<file path="src/hdl/imu_bridge_pkg.sv">
`default_nettype none

package imu_bridge_pkg;

  typedef logic [7:0]  byte_t;     // One UART or SPI byte
  typedef logic [15:0] word_t;     // Command or response half used as the cipher unit
  typedef logic [2:0]  imu_cmd_t;  // IMU command code

  localparam int RSP_BYTES = 4;    // Response length on the UART

  localparam word_t CMD_ENC_OFF = 16'd1;
  localparam word_t CMD_ENC_ON  = 16'd2;

  localparam byte_t ENC_RSP_ID = 8'd1;
  localparam byte_t YAW_RSP_ID = 8'd2;

  localparam byte_t FRAME_TERM = 8'h0D;  // Carriage return ends a frame
  localparam logic  STATUS_OK  = 1'b0;   // Bit 31 is low on success

  // Response word sent low byte first
  typedef union packed {
    struct packed {
      logic        status;
      logic [14:0] zero;
      word_t       id;
    } ack;
    struct packed {
      logic       status;
      logic [6:0] zero;
      byte_t      data_hi;
      byte_t      data_lo;
      byte_t      id;
    } yaw;
  } response_u;

endpackage

`default_nettype wire
</file>
<file path="src/hdl/imu_link_if.sv">
`default_nettype none

interface imu_link_if;

  logic                     start;    // One-cycle request strobe
  imu_bridge_pkg::imu_cmd_t command;  // Valid with start
  logic                     done;     // One-cycle completion pulse
  imu_bridge_pkg::word_t    data;     // Valid with done

  modport host (
    output start,
    output command,
    input  done,
    input  data
  );

  modport reader (
    input  start,
    input  command,
    output done,
    output data
  );

endinterface

`default_nettype wire

</file>
<file path="src/hdl/imu_bridge.sv">
`default_nettype none

module imu_bridge #(
  parameter int                    CLKS_PER_BIT       = 5208,  // 9600 baud at 50 MHz
  parameter int                    CLKS_PER_HALF_SCLK = 2,
  parameter int                    FRAME_TIMEOUT      = 4000000,
  parameter imu_bridge_pkg::word_t OTP_PAD            = 16'hA5C3
) (
  input  wire  clk,
  input  wire  reset,
  input  wire  i_uart_rx,
  output logic o_uart_tx,
  output logic o_spi_sclk,
  output logic o_spi_mosi,
  input  wire  i_spi_miso,
  output logic o_spi_cs_n
);

  imu_bridge_pkg::byte_t rx_byte;
  logic                  rx_valid;
  imu_bridge_pkg::word_t cmd_word;
  logic                  cmd_first;
  logic                  cmd_done;
  logic                  cmd_error;
  logic                  frame_expired;
  logic                  listen;
  imu_bridge_pkg::byte_t tx_byte;
  logic                  tx_load;
  logic                  tx_done;

  imu_link_if link ();

  uart_rx #(
    .CLKS_PER_BIT(CLKS_PER_BIT)
  ) i_rx (
    .clk     (clk),
    .reset   (reset),
    .i_rx    (i_uart_rx),
    .o_byte  (rx_byte),
    .o_valid (rx_valid)
  );

  command_accumulator i_accum (
    .clk       (clk),
    .reset     (reset),
    .i_byte    (rx_byte),
    .i_valid   (rx_valid),
    .i_listen  (listen),
    .i_expired (frame_expired),
    .o_word    (cmd_word),
    .o_first   (cmd_first),
    .o_done    (cmd_done),
    .o_error   (cmd_error)
  );

  frame_timer #(
    .FRAME_TIMEOUT(FRAME_TIMEOUT)
  ) i_timer (
    .clk       (clk),
    .reset     (reset),
    .i_arm     (cmd_first),
    .i_stop    (cmd_done | cmd_error),  // Frame closed either way
    .o_expired (frame_expired)
  );

  bridge_sequencer #(
    .OTP_PAD(OTP_PAD)
  ) i_seq (
    .clk        (clk),
    .reset      (reset),
    .i_word     (cmd_word),
    .i_cmd_done (cmd_done),
    .o_listen   (listen),
    .link       (link.host),
    .o_tx_byte  (tx_byte),
    .o_tx_load  (tx_load),
    .i_tx_done  (tx_done)
  );

  spi_imu_reader #(
    .CLKS_PER_HALF_SCLK(CLKS_PER_HALF_SCLK)
  ) i_spi (
    .clk        (clk),
    .reset      (reset),
    .link       (link.reader),
    .o_spi_sclk (o_spi_sclk),
    .o_spi_mosi (o_spi_mosi),
    .i_spi_miso (i_spi_miso),
    .o_spi_cs_n (o_spi_cs_n)
  );

  uart_tx #(
    .CLKS_PER_BIT(CLKS_PER_BIT)
  ) i_tx (
    .clk    (clk),
    .reset  (reset),
    .i_byte (tx_byte),
    .i_load (tx_load),
    .o_tx   (o_uart_tx),
    .o_done (tx_done)
  );

endmodule

`default_nettype wire

</file>
<file path="src/hdl/bridge_sequencer.sv">
`default_nettype none

module bridge_sequencer #(
  parameter imu_bridge_pkg::word_t OTP_PAD = 16'hA5C3
) (
  input  wire                   clk,
  input  wire                   reset,
  input  imu_bridge_pkg::word_t i_word,
  input  wire                   i_cmd_done,
  output logic                  o_listen,
  imu_link_if.host              link,
  output imu_bridge_pkg::byte_t o_tx_byte,
  output logic                  o_tx_load,
  input  wire                   i_tx_done
);

  localparam logic [1:0] S_IDLE    = 2'd0;
  localparam logic [1:0] S_READ    = 2'd1;
  localparam logic [1:0] S_SEND    = 2'd2;
  localparam logic [1:0] S_WAIT_TX = 2'd3;

  logic [1:0]                state;
  logic                      enc_on;
  logic [1:0]                byte_idx;
  imu_bridge_pkg::word_t     pad_mask;
  imu_bridge_pkg::word_t     plain_cmd;
  imu_bridge_pkg::response_u rsp;
  logic [31:0]               cipher;

  assign pad_mask  = enc_on ? OTP_PAD : '0;
  assign plain_cmd = i_word ^ pad_mask;
  assign cipher    = rsp ^ {pad_mask, pad_mask};  // Each half padded on its own
  assign o_listen  = (state == S_IDLE);

  always_ff @(posedge clk) begin
    if (state == S_IDLE && i_cmd_done) begin
      link.command <= plain_cmd[2:0];
      if (plain_cmd == imu_bridge_pkg::CMD_ENC_OFF || plain_cmd == imu_bridge_pkg::CMD_ENC_ON) begin
        rsp.ack.status <= imu_bridge_pkg::STATUS_OK;
        rsp.ack.zero   <= '0;
        rsp.ack.id     <= {8'h00, imu_bridge_pkg::ENC_RSP_ID};
      end
    end else if (state == S_READ && link.done) begin
      rsp.yaw.status  <= imu_bridge_pkg::STATUS_OK;
      rsp.yaw.zero    <= '0;
      rsp.yaw.data_hi <= link.data[15:8];
      rsp.yaw.data_lo <= link.data[7:0];
      rsp.yaw.id      <= imu_bridge_pkg::YAW_RSP_ID;
    end
    if (state == S_SEND) begin
      o_tx_byte <= cipher[byte_idx*8 +: 8];
    end
  end

  always_ff @(posedge clk or posedge reset) begin
    if (reset) begin
      state      <= S_IDLE;
      enc_on     <= 1'b0;
      byte_idx   <= '0;
      link.start <= 1'b0;
      o_tx_load  <= 1'b0;
    end else begin
      link.start <= 1'b0;
      o_tx_load  <= 1'b0;
      case (state)
        S_IDLE: begin
          byte_idx <= '0;
          if (i_cmd_done) begin
            if (plain_cmd == imu_bridge_pkg::CMD_ENC_OFF) begin
              enc_on <= 1'b0;
              state  <= S_SEND;  // Ack goes out in the new mode
            end else if (plain_cmd == imu_bridge_pkg::CMD_ENC_ON) begin
              enc_on <= 1'b1;
              state  <= S_SEND;
            end else begin
              link.start <= 1'b1;
              state      <= S_READ;
            end
          end
        end
        S_READ: begin
          if (link.done) begin
            state <= S_SEND;
          end
        end
        S_SEND: begin
          o_tx_load <= 1'b1;
          state     <= S_WAIT_TX;
        end
        default: begin
          if (i_tx_done) begin
            if (byte_idx == 2'(imu_bridge_pkg::RSP_BYTES - 1)) begin
              state <= S_IDLE;
            end else begin
              byte_idx <= byte_idx + 1'b1;
              state    <= S_SEND;
            end
          end
        end
      endcase
    end
  end

endmodule

`default_nettype wire

</file>
<file path="src/hdl/spi_imu_reader.sv">
`default_nettype none

module spi_imu_reader #(
  parameter int CLKS_PER_HALF_SCLK = 2
) (
  input  wire        clk,
  input  wire        reset,
  imu_link_if.reader link,
  output logic       o_spi_sclk,
  output logic       o_spi_mosi,
  input  wire        i_spi_miso,
  output logic       o_spi_cs_n
);

  localparam int CNT_W = (CLKS_PER_HALF_SCLK > 1) ? $clog2(CLKS_PER_HALF_SCLK) : 1;
  localparam logic [CNT_W-1:0] HALF = CNT_W'(CLKS_PER_HALF_SCLK - 1);

  localparam logic [1:0] S_IDLE  = 2'd0;
  localparam logic [1:0] S_SETUP = 2'd1;
  localparam logic [1:0] S_SHIFT = 2'd2;

  logic [1:0]       state;
  logic [CNT_W-1:0] clk_cnt;
  logic [5:0]       edge_cnt;  // 48 SCLK edges per transfer
  logic [7:0]       tx_shift;
  logic [15:0]      rx_shift;
  logic             half_done;

  assign o_spi_mosi = tx_shift[7];  // MSB first
  assign half_done  = (state == S_SHIFT) && (clk_cnt == HALF);

  // Sample on the rising edge, keeping the last two bytes
  always_ff @(posedge clk) begin
    if (half_done && !o_spi_sclk) begin
      rx_shift <= {rx_shift[14:0], i_spi_miso};
    end
  end

  always_ff @(posedge clk or posedge reset) begin
    if (reset) begin
      state      <= S_IDLE;
      clk_cnt    <= '0;
      edge_cnt   <= '0;
      tx_shift   <= '0;
      o_spi_sclk <= 1'b0;
      o_spi_cs_n <= 1'b1;
      link.done  <= 1'b0;
    end else begin
      link.done <= 1'b0;
      case (state)
        S_IDLE: begin
          if (link.start) begin
            state      <= S_SETUP;
            o_spi_cs_n <= 1'b0;
            tx_shift   <= {5'b0, link.command};  // Zero-extended command byte
          end
        end
        S_SETUP: begin
          state    <= S_SHIFT;
          clk_cnt  <= '0;
          edge_cnt <= '0;
        end
        default: begin
          if (half_done) begin
            clk_cnt    <= '0;
            edge_cnt   <= edge_cnt + 1'b1;
            o_spi_sclk <= !o_spi_sclk;
            if (o_spi_sclk) begin
              tx_shift <= {tx_shift[6:0], 1'b0};  // Next bit on the falling edge
            end
            if (edge_cnt == 6'd47) begin
              state      <= S_IDLE;
              o_spi_cs_n <= 1'b1;
              link.done  <= 1'b1;
            end
          end else begin
            clk_cnt <= clk_cnt + 1'b1;
          end
        end
      endcase
    end
  end

  // Low byte came first, so it sits in the upper half of the shifter
  always_ff @(posedge clk) begin
    if (half_done && edge_cnt == 6'd47) begin
      link.data <= {rx_shift[7:0], rx_shift[15:8]};
    end
  end

endmodule

`default_nettype wire

</file>
<file path="src/hdl/frame_timer.sv">
`default_nettype none

module frame_timer #(
  parameter int FRAME_TIMEOUT = 4000000
) (
  input  wire  clk,
  input  wire  reset,
  input  wire  i_arm,
  input  wire  i_stop,
  output logic o_expired
);

  localparam int CNT_W = $clog2(FRAME_TIMEOUT + 1);
  localparam logic [CNT_W-1:0] LIMIT = CNT_W'(FRAME_TIMEOUT - 1);

  logic             running;
  logic [CNT_W-1:0] count;

  always_ff @(posedge clk or posedge reset) begin
    if (reset) begin
      running   <= 1'b0;
      count     <= '0;
      o_expired <= 1'b0;
    end else begin
      o_expired <= 1'b0;
      if (i_arm) begin
        running <= 1'b1;  // First byte of a new frame
        count   <= '0;
      end else if (i_stop) begin
        running <= 1'b0;
      end else if (running) begin
        if (count == LIMIT) begin
          running   <= 1'b0;
          o_expired <= 1'b1;  // Single pulse per frame
        end else begin
          count <= count + 1'b1;
        end
      end
    end
  end

endmodule

`default_nettype wire

</file>
<file path="src/hdl/command_accumulator.sv">
`default_nettype none

module command_accumulator (
  input  wire                   clk,
  input  wire                   reset,
  input  imu_bridge_pkg::byte_t i_byte,
  input  wire                   i_valid,
  input  wire                   i_listen,
  input  wire                   i_expired,
  output imu_bridge_pkg::word_t o_word,
  output logic                  o_first,
  output logic                  o_done,
  output logic                  o_error
);

  logic [1:0] count;  // Saturates at 3 to flag long frames
  logic       take;
  logic       is_term;

  assign take    = i_valid && i_listen;
  assign is_term = (i_byte == imu_bridge_pkg::FRAME_TERM);

  // Low byte first, then high byte
  always_ff @(posedge clk) begin
    if (take && !is_term && !i_expired) begin
      if (count == 2'd0) begin
        o_word[7:0] <= i_byte;
      end else if (count == 2'd1) begin
        o_word[15:8] <= i_byte;
      end
    end
  end

  always_ff @(posedge clk or posedge reset) begin
    if (reset) begin
      count   <= '0;
      o_first <= 1'b0;
      o_done  <= 1'b0;
      o_error <= 1'b0;
    end else begin
      o_first <= 1'b0;
      o_done  <= 1'b0;
      o_error <= 1'b0;
      if (i_expired) begin
        count <= '0;  // Stale partial frame is dropped
      end else if (take) begin
        if (is_term) begin
          count   <= '0;
          o_done  <= (count == 2'd2);
          o_error <= (count != 2'd2);
        end else begin
          o_first <= (count == 2'd0);
          if (count != 2'd3) begin
            count <= count + 1'b1;
          end
        end
      end
    end
  end

endmodule

`default_nettype wire

</file>
<file path="src/hdl/uart_tx.sv">
`default_nettype none

module uart_tx #(
  parameter int CLKS_PER_BIT = 5208
) (
  input  wire                   clk,
  input  wire                   reset,
  input  imu_bridge_pkg::byte_t i_byte,
  input  wire                   i_load,
  output logic                  o_tx,
  output logic                  o_done
);

  localparam int CNT_W = $clog2(CLKS_PER_BIT);
  localparam logic [CNT_W-1:0] FULL = CNT_W'(CLKS_PER_BIT - 1);

  logic             busy;
  logic [CNT_W-1:0] clk_cnt;
  logic [3:0]       bit_idx;  // 0 is the start bit, 9 the stop bit
  logic [8:0]       frame;    // Data bits then the stop bit

  always_ff @(posedge clk or posedge reset) begin
    if (reset) begin
      busy    <= 1'b0;
      clk_cnt <= '0;
      bit_idx <= '0;
      frame   <= '1;
      o_tx    <= 1'b1;
      o_done  <= 1'b0;
    end else begin
      o_done <= 1'b0;
      if (!busy) begin
        if (i_load) begin
          busy    <= 1'b1;
          clk_cnt <= '0;
          bit_idx <= '0;
          frame   <= {1'b1, i_byte};
          o_tx    <= 1'b0;  // Start bit
        end
      end else if (clk_cnt == FULL) begin
        clk_cnt <= '0;
        if (bit_idx == 4'd9) begin
          busy   <= 1'b0;
          o_done <= 1'b1;
        end else begin
          bit_idx <= bit_idx + 1'b1;
          o_tx    <= frame[0];
          frame   <= {1'b1, frame[8:1]};
        end
      end else begin
        clk_cnt <= clk_cnt + 1'b1;
      end
    end
  end

endmodule

`default_nettype wire

</file>
<file path="src/hdl/uart_rx.sv">
`default_nettype none

module uart_rx #(
  parameter int CLKS_PER_BIT = 5208
) (
  input  wire                   clk,
  input  wire                   reset,
  input  wire                   i_rx,
  output imu_bridge_pkg::byte_t o_byte,
  output logic                  o_valid
);

  localparam int CNT_W = $clog2(CLKS_PER_BIT);
  localparam logic [CNT_W-1:0] FULL = CNT_W'(CLKS_PER_BIT - 1);
  localparam logic [CNT_W-1:0] HALF = CNT_W'((CLKS_PER_BIT - 1) / 2);

  localparam logic [1:0] S_IDLE  = 2'd0;
  localparam logic [1:0] S_START = 2'd1;
  localparam logic [1:0] S_DATA  = 2'd2;
  localparam logic [1:0] S_STOP  = 2'd3;

  logic [1:0]       state;
  logic [CNT_W-1:0] clk_cnt;
  logic [2:0]       bit_idx;
  logic             rx_meta;
  logic             rx_sync;
  logic [7:0]       shift;

  assign o_byte = shift;  // Stable once o_valid strobes

  always_ff @(posedge clk or posedge reset) begin
    if (reset) begin
      rx_meta <= 1'b1;
      rx_sync <= 1'b1;
    end else begin
      rx_meta <= i_rx;
      rx_sync <= rx_meta;
    end
  end

  always_ff @(posedge clk) begin
    if (state == S_DATA && clk_cnt == FULL) begin
      shift <= {rx_sync, shift[7:1]};  // LSB arrives first
    end
  end

  always_ff @(posedge clk or posedge reset) begin
    if (reset) begin
      state   <= S_IDLE;
      clk_cnt <= '0;
      bit_idx <= '0;
      o_valid <= 1'b0;
    end else begin
      o_valid <= 1'b0;
      case (state)
        S_IDLE: begin
          clk_cnt <= '0;
          if (!rx_sync) begin
            state <= S_START;
          end
        end
        S_START: begin
          if (clk_cnt == HALF) begin
            clk_cnt <= '0;
            bit_idx <= '0;
            state   <= rx_sync ? S_IDLE : S_DATA;  // Glitch goes back to idle
          end else begin
            clk_cnt <= clk_cnt + 1'b1;
          end
        end
        S_DATA: begin
          if (clk_cnt == FULL) begin
            clk_cnt <= '0;
            bit_idx <= bit_idx + 1'b1;
            if (bit_idx == 3'd7) begin
              state <= S_STOP;
            end
          end else begin
            clk_cnt <= clk_cnt + 1'b1;
          end
        end
        default: begin
          if (clk_cnt == FULL) begin
            state   <= S_IDLE;
            o_valid <= rx_sync;  // Middle of the stop bit
          end else begin
            clk_cnt <= clk_cnt + 1'b1;
          end
        end
      endcase
    end
  end

endmodule

`default_nettype wire

</file>
<file path="config.mk">
export PLATFORM = sky130hd
export DESIGN_NAME = imu_bridge
export DESIGN_NICKNAME = d
export VERILOG_FILES = /design/src/hdl/imu_bridge_pkg.sv /design/src/hdl/imu_link_if.sv /design/src/hdl/imu_bridge.sv /design/src/hdl/bridge_sequencer.sv /design/src/hdl/spi_imu_reader.sv /design/src/hdl/frame_timer.sv /design/src/hdl/command_accumulator.sv /design/src/hdl/uart_tx.sv /design/src/hdl/uart_rx.sv
export SDC_FILE = /design/constraint.sdc
export NUM_CORES = 1
export LEC_CHECK = 0
export BUFFER_PORTS_ARGS = -buffer_cell sky130_fd_sc_hd__buf_4
export CORE_MARGIN = 2
export CORE_UTILIZATION = 45
export CTS_CLUSTER_SIZE = 28
export DETAILED_ROUTE_END_ITERATION = 8
export GPL_TIMING_DRIVEN = 1
export PLACE_DENSITY_LB_ADDON = 0.05
export SKIP_LAST_GASP = 1
export SLEW_MARGIN = 20
export SYNTH_ARGS = -nofsm -noshare
export SYNTH_HDL_FRONTEND = slang
export SYNTH_SLANG_ARGS = --single-unit
</file>
<file path="constraint.sdc">
create_clock -name clk -period 5.1 [get_ports clk]
set_input_delay 0.51 -clock clk [delete_from_list [all_inputs] [get_ports clk]]
set_output_delay 0.51 -clock clk [all_outputs]
set_load 0.01 [all_outputs]
</file>
==> impl_metrics.tcl, run 1 <==
set metrics [dict create \
    yosys_register_bits 190 \
    critical_path.endpoint_type "flip-flop" \
    report.final.slew_viol_count 0 \
    setup_tns_ns 0 \
    synth.distinct_cells 63 \
    rows 49 \
    clk-insertion-delay-late_ns 0.44 \
    critPathKind "reg -> reg" \
    multi_input_area_sq_um 3000 \
    r2r.worst_path.cells 6 \
    initial_core_util 0.462 \
    wire_length_of_the_first_global_routing_pass_um 24800 \
    drc_errors 0 \
    yosysWarningCount 0 \
    wl_um 14400 \
    finalWeightedCongestion 0.856 \
    worst-endpoint-arrival_ns 2.58 \
    placeableCoreArea_sq_um 18100 \
    fmax_mhz 397 \
    postCtsSetupBuffers 0 \
    path_common_cell "nand2_1" \
    design.die.area_sq_um 19700 \
    timing_worst_slew_pin_value_ns 1.10 \
    drt_first_iter_violations 283 \
    postSynthNetCount 727 \
    drive_gt1_frac 0.0950 \
    combinationalPowerShare 0.006 \
    htree_levels 4 \
    via_count 5110 \
    worstPathMaxFanout 21 \
    n_fill_cell 1569 \
    critical_path.top_delay_family "simple AND/OR/NAND/NOR gates" \
    worstPathBufferInverterCount 2 \
    tritoncts "yes" \
    synth_edf_count 85 \
    switching_share 0.227 \
    switchingPower_uw 678 \
    fin_area_sq_um 9280 \
    power_per_cell_area_nw_per_um2 322 \
    p_leak_uw 0.00377 \
    internal_power_uw 2310 \
    ys_async_sr_fraction 0.553 \
    clock_power_share 0.461 \
    timing.critical_path.required_ns 5.16 \
    antenna_violations_before_repair 0 \
    dp_hpwl_um 9540 \
    grt_util_all_layers 0.157 \
    antenna_cells 0 \
    place.detailed.instances 923 \
    worst_hold_slack_ns 0.177 \
    regArea_sq_um 5190 \
    grt_overflow 0 \
    maximum_number_of_buffers_from_clock_root_to_sink 2 \
    post_drt_wl_per_cell_um 15.1 \
    synth_top_flop_cell "dfrtp_1" \
    final_worst_path_period_need_ns 2.52 \
    layout-area-overhead-vs-synth_pct 11.1 \
    worst_path_max_delay_cell "nand2_1" \
    synthesis.area_sq_um 8350 \
    dieHeight_um 140 \
    avgViaCountPerCell 5.35 \
    slew_headroom 0.263 \
    rsz_0062_raised_after_global_routing "no" \
    peak_ir_drop_on_the_vdd_network_v 0.000238 \
    cap_viol_max_count 0 \
    drt_first_pass_iters 5 \
    cts-hold-fix-buffers 0 \
    post-route-util 0.513 \
    status "finished clean" \
    layout_nets 739 \
    clk_pin_slew_worst_paths_ns 0.08 \
    ant_nets 0 \
    via_count_of_the_first_global_routing_pass 4972 \
    number_of_primary_i_o_pins 8 \
    instance_count_of_the_mapped_netlist 701 \
    placement.io_buffers 7 \
    report.final.hold_viol_count 0 \
    ctsResizeCount 0 \
    die-width_um 140 \
    power_frac_seq 0.532 \
    grt_start_max_net_pins 60 \
    worstSetupStartpointType "flip-flop" \
    clock_sinks 190 \
    dpl_cell_area_sq_um 8650 \
    slowest_delay_ns 0.53 \
    stdcell_count 955 \
    cts-buffers-inserted 17 \
    cell_breakdown_of_the_critical_path "inv_1, ha_1, nand2_1, inv_1, nand2_1, nand2_1" \
    clockRootBuffer "clkbuf_16" \
    setup_viol 0 \
    fin_crit_sh 0.494 \
    syn_avg_cell_area_sq_um 11.9 \
    finalClockSkew_ns 0.0123 \
    path_category_of_the_worst_min_delay_check "in -> reg" \
    yosysSeqAreaShare 0.622 \
    critical_path_cell_count 6 \
    depth_of_the_worst_hold_timing_path 1 \
]
==> flip-flops by register name, indices dropped and copies added, names as in the netlist, 2 cells and up <==
name and flops:
i_rx.state 2, i_accum.o_word 16, i_seq.o_tx_byte 8, i_tx.bit_idx 4
i_tx.clk_cnt 13, i_spi.rx_shift 16, i_rx.clk_cnt 13, i_timer.count 22
i_seq.rsp 18, i_spi.link.data 16, i_seq.byte_idx 2, i_seq.link.command 3
i_seq.state 2, i_rx.o_byte 8, i_spi.state 2, i_rx.bit_idx 3
i_accum.count 2, i_tx.frame 8, i_spi.tx_shift 8, i_spi.edge_cnt 6
==> power by group through the flow <==
| stage | Clock [uW] | Sequential [uW] | Combinational [uW] |
|---|---|---|---|
| after detailed placement | 0 | 1620 | 20.4 |
| after global placement | 0 | 1620 | 19.8 |
| after global routing | 1480 | 1590 | 22.6 |
| after CTS | 1410 | 1590 | 20.6 |
| final | 1380 | 1590 | 18.5 |
| after floorplan | 0 | 1620 | 12.0 |
==> cell families after synthesis <==
family,Yosys count,synth area share
mux,22,0.0270
buf+inv,42,0.0198
flops,190,0.622
xor+xnor,43,0.0451
simple gates,280,0.175
compound gates,102,0.0784
fa+ha+maj,22,0.0330
==> per-layer routing <==
metal	vias to the layer above	track usage	share of wire
met3	15	0.0325	0.029
met4	0	0.0601	0.012
met1	2479	0.228	0.50
met2	72	0.232	0.46
li1	2544	-	-
met5	-	0	0
==> layout make-up <==
type	instances	share of cell area
repair buffers	11	0.00890
multi-input cells	469	0.323
clock inverters	15	0.0220
clock buffers	17	0.0458
flip-flops and latches	190	0.560
inverters	24	0.00998
well taps	229	0.0309
==> cells in the final DEF (no fill, tap or decap), drive strengths merged, types with 4 or more instances in the layout <==
cell,count
a21oi,21
clkinv,6
nor4,13
mux2,4
mux2i,18
and4,4
ha,22
edfxtp,85
dfstp,12
a211oi,8
nor4bb,4
nand2,62
xor2,29
nand3,27
clkbuf,17
xnor2,14
inv,31
nand2b,6
a22o,6
nor2b,14
nand3b,4
and2,22
or3,10
and3,16
nor2,62
nand4,14
buf,11
nor3,10
o21ai,36
nor3b,5
dfrtp,93
==> final timing paths <==
check | to | from | slack, ns
min | i_rx.rx_meta | i_uart_rx | 0.18
max reg2reg | i_seq.rsp[8] | i_seq.state[1] | 2.58
max in group asynchronous | i_tx.clk_cnt[10] | reset | 3.80
min in group asynchronous | i_timer.count[2] | reset | 0.20
min reg2reg | i_rx.rx_sync | i_rx.rx_meta | 0.36
max | i_seq.rsp[8] | i_seq.state[1] | 2.58
==> cells in the mapped netlist, types with 15 or more instances <==
| master | count | area share |
|---|---|---|
| nand3_1 | 27 | 0.016 |
| a21oi_1 | 20 | 0.012 |
| nand2_1 | 62 | 0.028 |
| xor2_1 | 29 | 0.030 |
| and3_1 | 15 | 0.011 |
| ha_1 | 22 | 0.033 |
| inv_1 | 23 | 0.010 |
| mux2i_1 | 18 | 0.022 |
| nor2_1 | 61 | 0.027 |
| and2_1 | 22 | 0.016 |
| clkbuf_1 | 15 | 0.0067 |
| edfxtp_1 | 85 | 0.31 |
| o21ai_0 | 35 | 0.021 |
| dfrtp_1 | 93 | 0.28 |
==> metrics by stage <==
step	total power [uW]	worst slack [ns]
global placement	1640	2.68
finish	2990	2.58
CTS	3020	2.52
floorplan	1630	1.85
detailed placement	1640	2.53
global route	3090	2.19
Note: power is estimated with default switching activity, not from simulation.
==> run 2: changes to the inputs <==
- clock period: 5.1 -> 2.3 ns (I/O delays scaled with it)
==> run 2 against run 1 <==
Net effect: die area stayed put; sequential power rose by 120%; cell count is 2.7% higher; highest routed layer unchanged; critical path type unchanged; wire length up 1.5%; total power up 120%; largest cell class unchanged.
==> impl_metrics.tcl, run 2 (synthesis gave the netlist of run 1 again) <==
set metrics [dict create \
    finalClockSkew_ns 0.0111 \
    dieHeight_um 140 \
    clock_sinks 190 \
    grt_overflow 0 \
    die-width_um 140 \
    placeableCoreArea_sq_um 18100 \
    drt_first_iter_violations 277 \
    postCtsSetupBuffers 0 \
    clockRootBuffer "clkbuf_16" \
    regToRegSetupSlack_ns 0.07 \
    fin_area_sq_um 9520 \
    avgViaCountPerCell 5.27 \
    grt_start_max_net_pins 72 \
    critPathKind "reg -> reg" \
    most-common-layout-cells "dfrtp_1, edfxtp_1, nand2_1" \
    wl_um 14700 \
    final_worst_path_period_need_ns 2.23 \
    via_count_of_the_first_global_routing_pass 5272 \
    drive_gt1_frac 0.125 \
    ant_nets 0 \
    worstPathMaxFanout 3 \
    wire_length_of_the_first_global_routing_pass_um 25600 \
    worstHoldEndpoint "i_rx.rx_sync" \
    fmax_mhz 448 \
    dp_slack_ns 0.0218 \
    p_leak_uw 0.00390 \
    htree_levels 4 \
    top_register "i_timer.count" \
    rows 49 \
    via_count 5174 \
    worst_slack_ns 0.0663 \
    worstSetupStartpointType "flip-flop" \
    layout-area-overhead-vs-synth_pct 14.0 \
    slew_headroom 0.443 \
    drt_first_pass_iters 4 \
    design.die.area_sq_um 19700 \
    grt_util_all_layers 0.160 \
    clk_pin_slew_worst_paths_ns 0.08 \
    antenna_cells 0 \
    setup_viol 0 \
    number_of_primary_i_o_pins 8 \
    setup_tns_ns 0 \
    cap_viol_max_count 0 \
    peak_ir_drop_on_the_vdd_network_v 0.000523 \
    timing_worst_slew_pin_value_ns 0.835 \
    design_power_total_uw 6650 \
    regArea_sq_um 5190 \
    critical_path.endpoint_type "flip-flop" \
    layout_commonest_cell "dfrtp_1" \
    dpl_cell_area_sq_um 8830 \
    crit-reg2reg-launch "i_rx.clk_cnt[3]" \
    r2r-end "i_rx.clk_cnt[0]" \
    worst-endpoint-arrival_ns 2.54 \
    clk-insertion-delay-late_ns 0.43 \
    depth_of_the_worst_hold_timing_path 0 \
    top_regs "i_timer.count: 22 flops, i_seq.rsp: 18 flops" \
    n_fill_cell 1527 \
    report.final.hold_viol_count 0 \
    drc_errors 0 \
    post_drt_wl_per_cell_um 15.0 \
    finalWeightedCongestion 0.785 \
    antenna_violations_before_repair 0 \
    hp-start "i_rx.rx_meta" \
    report.final.slew_viol_count 0 \
    tritoncts "yes" \
    layout_nets 765 \
    cts-buffers-inserted 17 \
    r2r.worst_path.cells 6 \
    power_per_cell_area_nw_per_um2 699 \
    dp_hpwl_um 9750 \
    initial_core_util 0.462 \
    rsz_0062_raised_after_global_routing "no" \
    fin_crit_sh 0.971 \
    timing.critical_path.required_ns 2.61 \
    largest_register_ff_count 22 \
    multi_input_area_sq_um 3010 \
    path_category_of_the_worst_min_delay_check "reg -> reg" \
    maximum_number_of_buffers_from_clock_root_to_sink 2 \
    placement.io_buffers 7 \
    status "finished clean" \
]
==> run 2: cell types whose count changed in the layout (fill, tap and decap cells not counted) <==
cell           delta
buf_12            +1
o21ai_0           -1
nor4_2            +1
o21ai_1           +1
buf_4            +21
dlygate4sd3_1     +3
nor4_1            -1
bufinv_16         -1
a221o_1           -1
inv_4             -1
a221o_2           +1
inv_12            +5
nor2_4            +1
inv_8             -3
==> run 2: layout make-up <==
cell class | count | share of cell area
Sequential cell | 190 | 0.546
Multi-Input combinational cell | 470 | 0.317
Clock buffer | 17 | 0.0447
Timing Repair Buffer | 36 | 0.0305
Tap cell | 229 | 0.0301
Clock inverter | 15 | 0.0225
Inverter | 24 | 0.00986
==> run 2: power by group <==
part,internal (uW),switching (uW)
sequential,3520,1.11
clock,1530,1540
combinational,11.6,37.7
==> run 2: worst max-delay path by stage <==
stage	start	to	slack, ns	cells after the start
6_report	i_rx.clk_cnt[3]	i_rx.clk_cnt[0]	0.07	6
5_1_grt	i_rx.clk_cnt[3]	i_rx.clk_cnt[0]	0.004	6
4_1_cts	i_rx.clk_cnt[3]	i_rx.clk_cnt[2]	0.02	5
3_5_place_dp	i_rx.clk_cnt[3]	i_rx.clk_cnt[2]	0.02	5
3_3_place_gp	i_rx.clk_cnt[3]	i_rx.clk_cnt[2]	0.03	5
2_1_floorplan	i_rx.clk_cnt[3]	i_rx.clk_cnt[12]	0.04	6
==> run 2: per-layer routing <==
layer,global-route usage,up-vias,routed length [um]
met5,0,-,0
met4,0.0500,0,125
met3,0.0362,10,336
met2,0.259,42,7060
met1,0.216,2517,7140
li1,-,2605,-
==> run 2: critical path, stage by stage, from the launching register on <==
cell and delay [ns]:
dfrtp_1 0.38, or4_4 0.53, or4_4 0.43, a221o_2 0.44, buf_4 0.16, o41ai_1 0.05, o21ai_1 0.11
==> run 2: per-stage QoR <==
stage	hold WS (ns)	cells	utilization
final	0.361	981	0.526
after global routing	0.368	981	0.526
after CTS	0.361	980	0.525
after detailed placement	0.342	945	0.488
after global placement	0.341	945	0.488
after floorplan	0.234	701	-
==> run 2: timing repair <==
item	CTS	global route
resized for setup	0	4
hold buffers	3	0
endpoints found under the hold margin	95	0
pin swaps	1	4
gates cloned	0	1
endpoints found under the setup margin	1	15
==> run 3: changes to the inputs <==
- CORE_UTILIZATION: 45 -> 43
==> run 3 against run 2 <==
Net effect: setup slack got worse by 0.012 ns; fmax decreased by 0.55%; critical path type unchanged; sequential share of layout area decreased by 0.16 points; core utilization decreased by 2.1 points; non-clock buffer count decreased by 1; clock power about the same; critical endpoint is now i_rx.clk_cnt[4]; sequential cell count unchanged; first-iteration DRC count increased by 8.7%; cell count increased by 3.0%; clock-buffer cell count unchanged; global-route usage decreased by 0.55 points.
==> impl_metrics.tcl, run 3 (synthesis gave the netlist of run 1 again) <==
set metrics [dict create \
    clock_sinks 190 \
    worst_hold_slack_ns 0.358 \
    groute.layer.met3.usage 0.0370 \
    report.final.slew_viol_count 0 \
    ant_nets 0 \
    initial_core_util 0.442 \
    number_of_primary_i_o_pins 8 \
    drt_first_pass_iters 4 \
    fmax_mhz 445 \
    top_register "i_timer.count" \
    rsz_0062_raised_after_global_routing "no" \
    antenna_cells 0 \
    htree_levels 4 \
    switching_share 0.240 \
    use_met1 0.209 \
    peak_ir_drop_on_the_vdd_network_v 0.000506 \
    top_regs "i_timer.count: 22 flops, i_seq.rsp: 18 flops" \
    die-width_um 143 \
    clockRootBuffer "clkbuf_16" \
    setup_viol 0 \
    maximum_number_of_buffers_from_clock_root_to_sink 2 \
    cap_viol_max_count 0 \
    fin_crit_sh 0.977 \
    p_leak_uw 0.00389 \
    via_count_of_the_first_global_routing_pass 5208 \
    switchingPower_uw 1600 \
    rows 50 \
    critical_path.endpoint_type "flip-flop" \
    grt_overflow 0 \
    drt_first_iter_violations 301 \
    n_fill_cell 1684 \
    slew_headroom 0.469 \
    grt_start_max_net_pins 63 \
    finalWeightedCongestion 0.810 \
    internal_power_uw 5060 \
    antenna_violations_before_repair 0 \
    path_category_of_the_worst_min_delay_check "in -> async" \
    gr-max-usage-layer "met2" \
    worstSetupStartpointType "flip-flop" \
    placement.io_buffers 7 \
    layout_commonest_cell "dfrtp_1" \
    regArea_sq_um 5190 \
    met2_usage 0.250 \
    multi_input_area_sq_um 3000 \
    placeableCoreArea_sq_um 18900 \
    finalClockSkew_ns 0.0181 \
    dieHeight_um 143 \
    stdcell_count 1010 \
    design_power_total_uw 6650 \
    worstSetupStartpoint "i_rx.clk_cnt[3]" \
    post-route-util 0.505 \
    worst-endpoint-arrival_ns 2.57 \
    clk_pin_slew_worst_paths_ns 0.09 \
    post_drt_wl_per_cell_um 14.5 \
    clock_power_share 0.463 \
    setup_tns_ns 0 \
    final_worst_path_period_need_ns 2.25 \
    timing.critical_path.required_ns 2.63 \
    design.die.area_sq_um 20600 \
    drive_gt1_frac 0.120 \
    crit-reg2reg-launch "i_rx.clk_cnt[3]" \
    critPathKind "reg -> reg" \
    tritoncts "yes" \
    status "finished clean" \
    power_per_cell_area_nw_per_um2 697 \
    largest_register_ff_count 22 \
    most-common-layout-cells "dfrtp_1, edfxtp_1, nand2_1" \
    dp_hpwl_um 9780 \
    via_count 5211 \
    power_frac_seq 0.530 \
    combinationalPowerShare 0.007 \
    layout-area-overhead-vs-synth_pct 14.3 \
    place.detailed.instances 974 \
    wl_um 14700 \
    clk-insertion-delay-late_ns 0.44 \
    layout_nets 763 \
    wire_length_of_the_first_global_routing_pass_um 25200 \
    report.final.hold_viol_count 0 \
    cts-buffers-inserted 17 \
    grt_util_all_layers 0.154 \
    avgViaCountPerCell 5.16 \
    drc_errors 0 \
    worstPathMaxFanout 11 \
    timing_worst_slew_pin_value_ns 0.797 \
]
==> run 3: cell count changes in the layout (fill, tap and decap cells not counted), sizes merged <==
cell	delta
nor2	-1
inv	-3
buf	-1
clkinv	+3
==> run 3: final timing paths <==
| check | end | slack, ns | depth (start not counted) |
|---|---|---|---|
| setup / recovery | i_rx.clk_cnt[4] | 0.05 | 6 |
| hold / removal | i_tx.clk_cnt[10] | 0.36 | 3 |
| setup reg to reg | i_rx.clk_cnt[4] | 0.05 | 6 |
| hold reg to reg | i_rx.rx_sync | 0.36 | 0 |
| max in group asynchronous | i_tx.frame[6] | 1.21 | 4 |
| min in group clk | i_rx.rx_sync | 0.36 | 0 |
==> run 3: per-stage QoR <==
stage,instance area [sq um],setup slack (ns)
3_5_place_dp,8850,-0.00588
3_3_place_gp,8850,0.0286
6_report,9550,0.0539
2_1_floorplan,8360,0.0360
4_1_cts,9530,0.00811
5_1_grt,9550,0.00298
==> run 3: worst max-delay path, cell delays in order (launching register included) <==
cell and delay, ns:
dfrtp_1 0.39, or4_4 0.54, or4_4 0.52, a221o_1 0.35, nor2_4 0.14, buf_12 0.13
nor2_1 0.05
==> run 3: layout make-up <==
| class | count | area share |
|---|---|---|
| timing repair buffer | 35 | 0.0309 |
| inverter | 24 | 0.00983 |
| sequential | 190 | 0.544 |
| clock inverter | 15 | 0.0227 |
| tap | 260 | 0.0341 |
| clock buffer | 17 | 0.0446 |
| multi-input combinational | 469 | 0.314 |
==> run 3: repair_timing <==
item,in CTS,in global routing
pin swaps,1,2
resized for setup,0,1
hold endpoints to repair,13,0
gates cloned,0,0
setup endpoints to repair,6,13
setup buffers,0,1
hold buffers,3,0
==> run 3: layer usage <==
layer  share of wire  wire length, um  vias up
li1                -                -     2597
met1            0.50             7310     2551
met2            0.47             6850       51
met3           0.025              365       12
met4          0.0098              144        0
met5               0                0        -
==> run 3: power groups by stage <==
stage	Combinational (uW)	Clock [uW]	Sequential, uW
after floorplan	27.1	0	3600
after global placement	48.0	0	3600
after detailed placement	49.4	0	3600
after CTS	53.4	3170	3520
after global routing	59.1	3310	3530
final	49.4	3080	3530
